### config.mk
export PLATFORM = sky130hd
export DESIGN_NAME = decode_stage_flat
export DESIGN_NICKNAME = d
export VERILOG_FILES = /design/src/verilog/cpu_pkg.sv /design/src/verilog/pipe_if.sv /design/src/verilog/register_file.sv /design/src/verilog/decode_stage.sv /design/src/flat_wrapper.sv
export SDC_FILE = /design/constraint.sdc
export NUM_CORES = 2
export LEC_CHECK = 0
export ABC_AREA = 1
export BUFFER_PORTS_ARGS = -buffer_cell sky130_fd_sc_hd__buf_4
export CAP_MARGIN = 20
export CORE_AREA = 5 5 511 513
export CTS_CLUSTER_DIAMETER = 200
export DETAILED_ROUTE_END_ITERATION = 8
export DIE_AREA = 0 0 516 518
export PLACE_DENSITY = 0.42
export SKIP_LAST_GASP = 1
export SLEW_MARGIN = 20
export SYNTH_ARGS = -nofsm -noshare
export SYNTH_HDL_FRONTEND = slang
export SYNTH_SLANG_ARGS = --single-unit
### constraint.sdc
create_clock -name clk -period 5.9 [get_ports clk]
set_clock_uncertainty 0.05 [all_clocks]
set_input_delay 0.295 -clock clk [delete_from_list [all_inputs] [get_ports clk]]
set_output_delay 0.295 -clock clk [all_outputs]
set_load 0.005 [all_outputs]
### src/verilog/cpu_pkg.sv
/* shared definitions of the RV32I pipeline
   widths, opcodes, ALU op codes, halt constants and the instruction word views */
package cpu_pkg;

    localparam int XLEN       = 32;
    localparam int REG_ADDR_W = 5;

    // base opcodes kept by this core
    localparam logic [6:0] OPC_RTYPE  = 7'b0110011;
    localparam logic [6:0] OPC_ITYPE  = 7'b0010011;
    localparam logic [6:0] OPC_LOAD   = 7'b0000011;
    localparam logic [6:0] OPC_STORE  = 7'b0100011;
    localparam logic [6:0] OPC_BRANCH = 7'b1100011;
    localparam logic [6:0] OPC_JAL    = 7'b1101111;
    localparam logic [6:0] OPC_JALR   = 7'b1100111;
    localparam logic [6:0] OPC_SYSTEM = 7'b1110011;

    localparam int ALU_OP_W = 4;

    localparam logic [ALU_OP_W-1:0] ALU_ADD = 4'd0;
    localparam logic [ALU_OP_W-1:0] ALU_SUB = 4'd1;
    localparam logic [ALU_OP_W-1:0] ALU_AND = 4'd2;
    localparam logic [ALU_OP_W-1:0] ALU_OR  = 4'd3;
    localparam logic [ALU_OP_W-1:0] ALU_XOR = 4'd4;
    localparam logic [ALU_OP_W-1:0] ALU_SLL = 4'd5;
    localparam logic [ALU_OP_W-1:0] ALU_SRL = 4'd6;
    localparam logic [ALU_OP_W-1:0] ALU_SLT = 4'd7;

    localparam logic [XLEN-1:0] NOP_INST = 32'h0000_0013; // addi x0, x0, 0

    // ecall halts when a7 holds the exit code
    localparam logic [REG_ADDR_W-1:0] EXIT_REG  = 5'd17;
    localparam logic [XLEN-1:0]       EXIT_CODE = 32'd10;

    // one instruction word, seen as R-format or as I-format fields
    typedef union packed {
        struct packed {
            logic [6:0] funct7;
            logic [4:0] rs2;
            logic [4:0] rs1;
            logic [2:0] funct3;
            logic [4:0] rd;
            logic [6:0] opcode;
        } r_view;
        struct packed {
            logic [11:0] imm12;
            logic [4:0]  rs1;
            logic [2:0]  funct3;
            logic [4:0]  rd;
            logic [6:0]  opcode;
        } i_view;
    } inst_t;

endpackage

### src/verilog/pipe_if.sv
/* pipeline register interfaces between the stages
   ID/EX and EX/MEM payloads, plus the forwarding bus from memory and writeback */
`timescale 1ns/1ps

interface id_ex_if import cpu_pkg::*; ();
    logic [XLEN-1:0]       pc, rs1_val, rs2_val, imm;
    logic [REG_ADDR_W-1:0] rs1, rs2, rd;
    logic [6:0]            opcode;
    logic [2:0]            funct3;
    logic                  funct7_5;
    logic                  alu_src, mem_read, mem_write, mem_to_reg, reg_write;
    logic                  branch, is_jal, is_jalr, pc_to_reg, is_exit;

    modport source (
        output pc, rs1_val, rs2_val, imm, rs1, rs2, rd, opcode, funct3, funct7_5,
        output alu_src, mem_read, mem_write, mem_to_reg, reg_write,
        output branch, is_jal, is_jalr, pc_to_reg, is_exit
    );
    modport sink (
        input pc, rs1_val, rs2_val, imm, rs1, rs2, rd, opcode, funct3, funct7_5,
        input alu_src, mem_read, mem_write, mem_to_reg, reg_write,
        input branch, is_jal, is_jalr, pc_to_reg, is_exit
    );
endinterface


interface fwd_if import cpu_pkg::*; ();
    logic [REG_ADDR_W-1:0] mem_rd, wb_rd;
    logic                  mem_reg_write, mem_is_load, wb_reg_write;
    logic [XLEN-1:0]       mem_value, wb_value;

    modport source (
        output mem_rd, mem_reg_write, mem_is_load, mem_value, wb_rd, wb_reg_write, wb_value
    );
    modport sink (
        input mem_rd, mem_reg_write, mem_is_load, mem_value, wb_rd, wb_reg_write, wb_value
    );
endinterface

### src/verilog/register_file.sv
/* 32 x 32 register file, x0 fixed at zero, writeback value bypassed to the reads */
`timescale 1ns/1ps

module register_file import cpu_pkg::*; (
    input  logic                  clk,
    input  logic                  reset,
    input  logic [REG_ADDR_W-1:0] rs1,
    input  logic [REG_ADDR_W-1:0] rs2,
    input  logic                  wr_en,
    input  logic [REG_ADDR_W-1:0] wr_rd,
    input  logic [XLEN-1:0]       wr_data,
    output logic [XLEN-1:0]       rs1_data,
    output logic [XLEN-1:0]       rs2_data,
    output logic [XLEN-1:0]       print_reg [32]
);
    logic [XLEN-1:0] regs [32];
    logic            wr_live;

    assign wr_live = wr_en && wr_rd != '0; // x0 never written

    always_ff @(posedge clk) begin
        if (reset) begin
            for (int i = 0; i < 32; i++)
                regs[i] <= '0;
        end else if (wr_live) begin
            regs[wr_rd] <= wr_data;
        end
    end

    assign rs1_data  = (wr_live && wr_rd == rs1) ? wr_data : regs[rs1];
    assign rs2_data  = (wr_live && wr_rd == rs2) ? wr_data : regs[rs2];
    assign print_reg = regs;

endmodule

### src/verilog/decode_stage.sv
/* decode stage, control and immediate decode, load-use and ecall hazards
   reads the register file and loads the ID/EX register */
`timescale 1ns/1ps

module decode_stage import cpu_pkg::*; (
    input  logic            clk,
    input  logic            reset,
    input  logic [XLEN-1:0] if_inst,
    input  logic [XLEN-1:0] if_pc,
    input  logic            redirect,
    output logic            stall,
    fwd_if.sink             fwd,
    id_ex_if.source         id_ex,
    output logic [XLEN-1:0] print_reg [32]
);
    inst_t                 inst;
    logic [6:0]            opcode;
    logic [REG_ADDR_W-1:0] rs1_idx, rs2_idx;
    logic [XLEN-1:0]       rs1_data, rs2_data, x17_val, imm;
    logic [XLEN-1:0]       imm_i, imm_s, imm_b, imm_j;
    logic is_rtype, is_itype, is_load, is_store, is_branch, is_jal, is_jalr, is_ecall;
    logic uses_rs2, load_use, exit_wait;

    assign inst   = if_inst;
    assign opcode = inst.r_view.opcode;

    assign is_rtype  = opcode == OPC_RTYPE;
    assign is_itype  = opcode == OPC_ITYPE;
    assign is_load   = opcode == OPC_LOAD;
    assign is_store  = opcode == OPC_STORE;
    assign is_branch = opcode == OPC_BRANCH;
    assign is_jal    = opcode == OPC_JAL;
    assign is_jalr   = opcode == OPC_JALR;
    assign is_ecall  = opcode == OPC_SYSTEM;

    assign rs1_idx = is_ecall ? EXIT_REG : inst.i_view.rs1; // ecall reads a7
    assign rs2_idx = inst.r_view.rs2;

    assign imm_i = {{20{inst.i_view.imm12[11]}}, inst.i_view.imm12};
    assign imm_s = {{20{inst.r_view.funct7[6]}}, inst.r_view.funct7, inst.r_view.rd};
    assign imm_b = {{20{inst.r_view.funct7[6]}}, inst.r_view.rd[0],
                    inst.r_view.funct7[5:0], inst.r_view.rd[4:1], 1'b0};
    assign imm_j = {{12{inst.i_view.imm12[11]}}, inst.i_view.rs1, inst.i_view.funct3,
                    inst.i_view.imm12[0], inst.i_view.imm12[10:1], 1'b0};

    always_comb begin
        case (opcode)
            OPC_STORE:  imm = imm_s;
            OPC_BRANCH: imm = imm_b;
            OPC_JAL:    imm = imm_j;
            default:    imm = imm_i;
        endcase
    end

    register_file u_regs (
        .clk       (clk),
        .reset     (reset),
        .rs1       (rs1_idx),
        .rs2       (rs2_idx),
        .wr_en     (fwd.wb_reg_write),
        .wr_rd     (fwd.wb_rd),
        .wr_data   (fwd.wb_value),
        .rs1_data  (rs1_data),
        .rs2_data  (rs2_data),
        .print_reg (print_reg)
    );

    // a7 from EX/MEM if it is being written there, writeback covered by the bypass
    assign x17_val = (fwd.mem_reg_write && fwd.mem_rd == EXIT_REG) ? fwd.mem_value : rs1_data;

    assign uses_rs2  = is_rtype | is_store | is_branch;
    assign load_use  = id_ex.mem_read && id_ex.rd != '0 &&
                       ((!is_jal && id_ex.rd == rs1_idx) || (uses_rs2 && id_ex.rd == rs2_idx));
    assign exit_wait = is_ecall && ((id_ex.reg_write && id_ex.rd == EXIT_REG) ||
                                    (fwd.mem_is_load && fwd.mem_rd == EXIT_REG));
    assign stall     = load_use | exit_wait;

    // control half of ID/EX, a bubble on stall or flush
    always_ff @(posedge clk) begin
        if (reset || redirect || stall) begin
            id_ex.alu_src    <= 1'b0;
            id_ex.mem_read   <= 1'b0;
            id_ex.mem_write  <= 1'b0;
            id_ex.mem_to_reg <= 1'b0;
            id_ex.reg_write  <= 1'b0;
            id_ex.branch     <= 1'b0;
            id_ex.is_jal     <= 1'b0;
            id_ex.is_jalr    <= 1'b0;
            id_ex.pc_to_reg  <= 1'b0;
            id_ex.is_exit    <= 1'b0;
        end else begin
            id_ex.alu_src    <= is_itype | is_load | is_store | is_jalr;
            id_ex.mem_read   <= is_load;
            id_ex.mem_write  <= is_store;
            id_ex.mem_to_reg <= is_load;
            id_ex.reg_write  <= is_rtype | is_itype | is_load | is_jal | is_jalr;
            id_ex.branch     <= is_branch;
            id_ex.is_jal     <= is_jal;
            id_ex.is_jalr    <= is_jalr;
            id_ex.pc_to_reg  <= is_jal | is_jalr;
            id_ex.is_exit    <= is_ecall && x17_val == EXIT_CODE;
        end
    end

    always_ff @(posedge clk) begin
        id_ex.pc       <= if_pc;
        id_ex.rs1_val  <= rs1_data;
        id_ex.rs2_val  <= rs2_data;
        id_ex.imm      <= imm;
        id_ex.rs1      <= rs1_idx;
        id_ex.rs2      <= rs2_idx;
        id_ex.rd       <= inst.r_view.rd;
        id_ex.opcode   <= opcode;
        id_ex.funct3   <= inst.r_view.funct3;
        id_ex.funct7_5 <= inst.r_view.funct7[5];
    end

endmodule

### src/flat_wrapper.sv
// flat-port wrapper written by rule: the top's interface ports become plain ports
module decode_stage_flat import cpu_pkg::*;
  (clk, reset, if_inst, if_pc, redirect, stall, print_reg, fwd_mem_rd, fwd_mem_reg_write, fwd_mem_is_load, fwd_mem_value, fwd_wb_rd, fwd_wb_reg_write, fwd_wb_value, id_ex_pc, id_ex_rs1_val, id_ex_rs2_val, id_ex_imm, id_ex_rs1, id_ex_rs2, id_ex_rd, id_ex_opcode, id_ex_funct3, id_ex_funct7_5, id_ex_alu_src, id_ex_mem_read, id_ex_mem_write, id_ex_mem_to_reg, id_ex_reg_write, id_ex_branch, id_ex_is_jal, id_ex_is_jalr, id_ex_pc_to_reg, id_ex_is_exit);
  fwd_if fwd_i ();
  id_ex_if id_ex_i ();
  input  logic clk;
  input  logic reset;
  input  logic [XLEN-1:0] if_inst;
  input  logic [XLEN-1:0] if_pc;
  input  logic redirect;
  output logic stall;
  output logic [XLEN-1:0] print_reg[32];
  input wire logic [$bits(fwd_i.mem_rd)-1:0] fwd_mem_rd;
  input wire logic [$bits(fwd_i.mem_reg_write)-1:0] fwd_mem_reg_write;
  input wire logic [$bits(fwd_i.mem_is_load)-1:0] fwd_mem_is_load;
  input wire logic [$bits(fwd_i.mem_value)-1:0] fwd_mem_value;
  input wire logic [$bits(fwd_i.wb_rd)-1:0] fwd_wb_rd;
  input wire logic [$bits(fwd_i.wb_reg_write)-1:0] fwd_wb_reg_write;
  input wire logic [$bits(fwd_i.wb_value)-1:0] fwd_wb_value;
  output wire logic [$bits(id_ex_i.pc)-1:0] id_ex_pc;
  output wire logic [$bits(id_ex_i.rs1_val)-1:0] id_ex_rs1_val;
  output wire logic [$bits(id_ex_i.rs2_val)-1:0] id_ex_rs2_val;
  output wire logic [$bits(id_ex_i.imm)-1:0] id_ex_imm;
  output wire logic [$bits(id_ex_i.rs1)-1:0] id_ex_rs1;
  output wire logic [$bits(id_ex_i.rs2)-1:0] id_ex_rs2;
  output wire logic [$bits(id_ex_i.rd)-1:0] id_ex_rd;
  output wire logic [$bits(id_ex_i.opcode)-1:0] id_ex_opcode;
  output wire logic [$bits(id_ex_i.funct3)-1:0] id_ex_funct3;
  output wire logic [$bits(id_ex_i.funct7_5)-1:0] id_ex_funct7_5;
  output wire logic [$bits(id_ex_i.alu_src)-1:0] id_ex_alu_src;
  output wire logic [$bits(id_ex_i.mem_read)-1:0] id_ex_mem_read;
  output wire logic [$bits(id_ex_i.mem_write)-1:0] id_ex_mem_write;
  output wire logic [$bits(id_ex_i.mem_to_reg)-1:0] id_ex_mem_to_reg;
  output wire logic [$bits(id_ex_i.reg_write)-1:0] id_ex_reg_write;
  output wire logic [$bits(id_ex_i.branch)-1:0] id_ex_branch;
  output wire logic [$bits(id_ex_i.is_jal)-1:0] id_ex_is_jal;
  output wire logic [$bits(id_ex_i.is_jalr)-1:0] id_ex_is_jalr;
  output wire logic [$bits(id_ex_i.pc_to_reg)-1:0] id_ex_pc_to_reg;
  output wire logic [$bits(id_ex_i.is_exit)-1:0] id_ex_is_exit;
  assign fwd_i.mem_rd = fwd_mem_rd;
  assign fwd_i.mem_reg_write = fwd_mem_reg_write;
  assign fwd_i.mem_is_load = fwd_mem_is_load;
  assign fwd_i.mem_value = fwd_mem_value;
  assign fwd_i.wb_rd = fwd_wb_rd;
  assign fwd_i.wb_reg_write = fwd_wb_reg_write;
  assign fwd_i.wb_value = fwd_wb_value;
  assign id_ex_pc = id_ex_i.pc;
  assign id_ex_rs1_val = id_ex_i.rs1_val;
  assign id_ex_rs2_val = id_ex_i.rs2_val;
  assign id_ex_imm = id_ex_i.imm;
  assign id_ex_rs1 = id_ex_i.rs1;
  assign id_ex_rs2 = id_ex_i.rs2;
  assign id_ex_rd = id_ex_i.rd;
  assign id_ex_opcode = id_ex_i.opcode;
  assign id_ex_funct3 = id_ex_i.funct3;
  assign id_ex_funct7_5 = id_ex_i.funct7_5;
  assign id_ex_alu_src = id_ex_i.alu_src;
  assign id_ex_mem_read = id_ex_i.mem_read;
  assign id_ex_mem_write = id_ex_i.mem_write;
  assign id_ex_mem_to_reg = id_ex_i.mem_to_reg;
  assign id_ex_reg_write = id_ex_i.reg_write;
  assign id_ex_branch = id_ex_i.branch;
  assign id_ex_is_jal = id_ex_i.is_jal;
  assign id_ex_is_jalr = id_ex_i.is_jalr;
  assign id_ex_pc_to_reg = id_ex_i.pc_to_reg;
  assign id_ex_is_exit = id_ex_i.is_exit;
  decode_stage u_core (.clk(clk), .reset(reset), .if_inst(if_inst), .if_pc(if_pc), .redirect(redirect), .stall(stall), .fwd(fwd_i), .id_ex(id_ex_i), .print_reg(print_reg));
endmodule
==> results.yml <==
clocking:
  h-tree-depth: 4
  cts_max_path_buffers: 3
  clock_sinks: 1175
  clk-insertion-delay-late_ns: 0.83
  cts_buffers: 158
  cts_tree: "built"
  clk_pin_slew_ns: 0.06
  post_cts_buffers: 0
  cts_root_buffer: "clkbuf_16"
synth:
  synth_seq_cells: 1175
  postSynthAreaPerCell_um2: 6.482
  synthArstFlopShare: 0
  synth_cell_types: 38
  syn_area_mm2: 0.05891
  synth_ff_type: "dfxtp_1"
  syn_nets: 9233
  yosys_warnings: 0
  yosysSeqAreaShare: 0.3993
  synth-edff-count: 0
  synth_cells: 9089
place:
  portBuffers: 1332
  dp_hpwl_um: 390600
  dpl_cell_area_mm2: 0.07145
  dp_cells: 13110
  place_congestion: 0.9960
global_routing:
  antenna_found_initial: 54
  grt_max_degree: 203
  grt.overflow.total: 0
  grt_pass1_vias: 67560
  grt_use_total: 0.3743
  grt_pass1_wl_um: 678400
timing:
  fin_crit_ns: 5.461
  max_freq_mhz: 183.1
  slew_headroom: 0.04089
  finalMaxSlewViolations: 0
  tns_ns: 0
  rsz0062_at_grt: "false"
  hold_violations: 0
  tightest_slew_ns: 1.424
  finalCritPeriodShare: 0.9255
  setup_viol: 0
floorplanning:
  dieArea_mm2: 0.2673
  rows: 186
  io_pins: 1333
  die_w_um: 516
  fp.dieH_um: 518
  core_mm2: 0.2558
  initial_core_util: 0.2303
setup_path:
  critPathBufInv: 4
  crit_path_end_kind: "flop"
  crit_chain: "dlygate4sd3_1 > buf_4 > nand2_1 > nor2_2 > nand2_4 > nand2_8 > buf_4 > o21ai_1 > nand3_1 > nand3_1 > nand3_1 > nand3_1 > nand2_1 > nor2_1 > nand2_1 > nor2_1 > nand2_1 > nor2_1 > nor2_1 > nor2_1 > dlygate4sd3_1"
  crit_path_top_delay_cell: "o21ai_1"
  crit_top_cell: "nor2_1"
  crit_arrival_ns: 6.17
  critPathRequiredTime_ns: 6.61
  cpPeakStageDelay_ns: 0.82
  path_class: "in2reg"
  critical-path-top-delay-family: "simple AND/OR/NAND/NOR gates"
  cp-start-kind: "input port"
  cp_max_fo: 82
final_layout:
  fin_cells: 13500
  finalInstanceArea_mm2: 0.07781
  largest_reg_flops: 1024
  nets: 10120
  areaGrowthSynthToFinish_pct: 32.07
  drive_gt1_frac: 0.1817
run:
  cap_violations: 0
power_and_ir_drop:
  power_density_mw_per_mm2: 283.7
  cellLeakagePower_uw: 0.03326
  finalPower_uw: 22080
  irDropWorstVdd_mv: 0.2836
run_status:
  status: "complete, no violations"
route:
  vias: 74550
  antenna_left: 0
  drtIter0Drc: 10100
  wl_per_cell_um: 39.15
  wirelength_um: 528500
  drc: 0
  vias_per_cell: 5.523
  drt-pass1-iter-count: 6
hold_path:
  hold_class: "in2reg"
## cell type report
| cell class | count | area (um2) |
|---|---|---|
| Tap cell | 3384 | 4234 |
| Multi-Input combinational cell | 6459 | 29810 |
| Fill cell | 28130 | 178000 |
| Antenna cell | 21 | 52.55 |
| Clock buffer | 222 | 4551 |
| Timing Repair Buffer | 1597 | 12590 |
| Inverter | 580 | 2210 |
| Sequential cell | 1175 | 23520 |
| Clock inverter | 61 | 830.8 |
## worst register-to-register path, cell delays in order (launching register included)
cell and delay, ns:
dfxtp_1 0.39, o21ai_1 0.80, nand3_1 0.16, nand3_1 0.23
nand3_1 0.42, nand3_1 0.24, nand2_1 0.09, nor2_1 0.10
nand2_1 0.06, nor2_1 0.10, nand2_1 0.08, nor2_1 0.57
nor2_1 0.09, nor2_1 0.10, dlygate4sd3_1 0.54
## synthesized netlist by cell type, drive strengths merged (5+ instances only)
| cell type | number | area share |
|---|---|---|
| nor4 | 12 | 0.0014 |
| nor3 | 13 | 0.0011 |
| buf | 206 | 0.018 |
| a21oi | 770 | 0.065 |
| nor2 | 1871 | 0.12 |
| inv | 578 | 0.037 |
| nand2 | 726 | 0.047 |
| or2 | 10 | 0.0011 |
| o221ai | 32 | 0.0048 |
| a211oi | 9 | 0.0011 |
| o211ai | 24 | 0.0031 |
| o32ai | 9 | 0.0013 |
| nand3 | 858 | 0.073 |
| a221oi | 18 | 0.0027 |
| clkbuf | 669 | 0.043 |
| xor2 | 5 | 0.00074 |
| o2111ai | 13 | 0.0019 |
| o21ai | 2009 | 0.17 |
| o22ai | 67 | 0.0071 |
| dfxtp | 1175 | 0.40 |
## layout by cell type, fill, tap and decap left out, types with 5 or more instances in the layout
cell type and count:
o21ai_0 1997, nor2_1 1849, buf_4 1476, dfxtp_1 1175, nand3_1 856, a21oi_1 770, nand2_1 721, inv_1 541
clkbuf_16 163, dlygate4sd3_1 89, o22ai_1 67, clkbuf_1 34, clkinv_2 31, o221ai_1 31, buf_12 29, inv_2 25
clkbuf_8 25, o211ai_1 24, diode_2 21, a221oi_1 18, bufinv_16 16, o2111ai_1 13, nor3_1 12, o21ai_1 12
nor2_4 11, nor2_2 11, nor4_1 11, or2_2 10, a211oi_1 9, clkinv_1 7, o32ai_1 6, clkinv_8 6
xor2_1 5
## per-stage QoR
stage	hold slack, ns	worst slack (ns)	util
finish	0.06254	0.4394	0.3042
global route	0.03712	0.4640	0.3041
CTS	0.002877	0.5729	0.3039
detailed placement	0.3505	0.7850	0.2794
global placement	0.3493	0.6693	0.2794
floorplan	0.2727	3.679	-
## what timing repair did
| item | CTS | global route |
|---|---|---|
| hold endpoints to repair | 311 | 0 |
| hold buffers | 89 | 0 |
| gates resized for setup | 0 | 0 |
| setup endpoints to repair | 0 | 0 |
## cells by family after synthesis
group | synth area share
and+or+nand+nor | 0.2433
AOI/OAI and AO/OA | 0.2585
buffers and inverters | 0.09750
DFF | 0.3993
xor gates and xnor gates | 0.001338
## final timing paths
check                               startpoint                           end  slack [ns]  cells past startpoint
setup / recovery                    if_inst[1]          u_core.id_ex.is_exit        0.44                     21
setup reg to reg  u_core.u_regs.print_reg[319]          u_core.id_ex.is_exit        1.83                     14
hold / removal                     if_inst[30]          u_core.id_ex.imm[10]        0.06                      2
hold reg to reg   u_core.u_regs.print_reg[998]  u_core.u_regs.print_reg[998]        0.41                      2
## per-layer routing
metal | GRT usage | vias to the layer above | wire (um)
li1 | - | 32090 | -
met5 | 0 | - | 93
met4 | 0.2637 | 14 | 46530
met2 | 0.5942 | 4872 | 235400
met3 | 0.1148 | 1019 | 54410
met1 | 0.4275 | 36550 | 192100
## power breakdown
group          internal, uW  switching [uW]  leakage [uW]
Sequential             8110             244       0.00954
Combinational           868            2470        0.0211
Clock                  6090            4290       0.00265
Total                 15100            7010        0.0333
(Power assumes the default switching activity.)
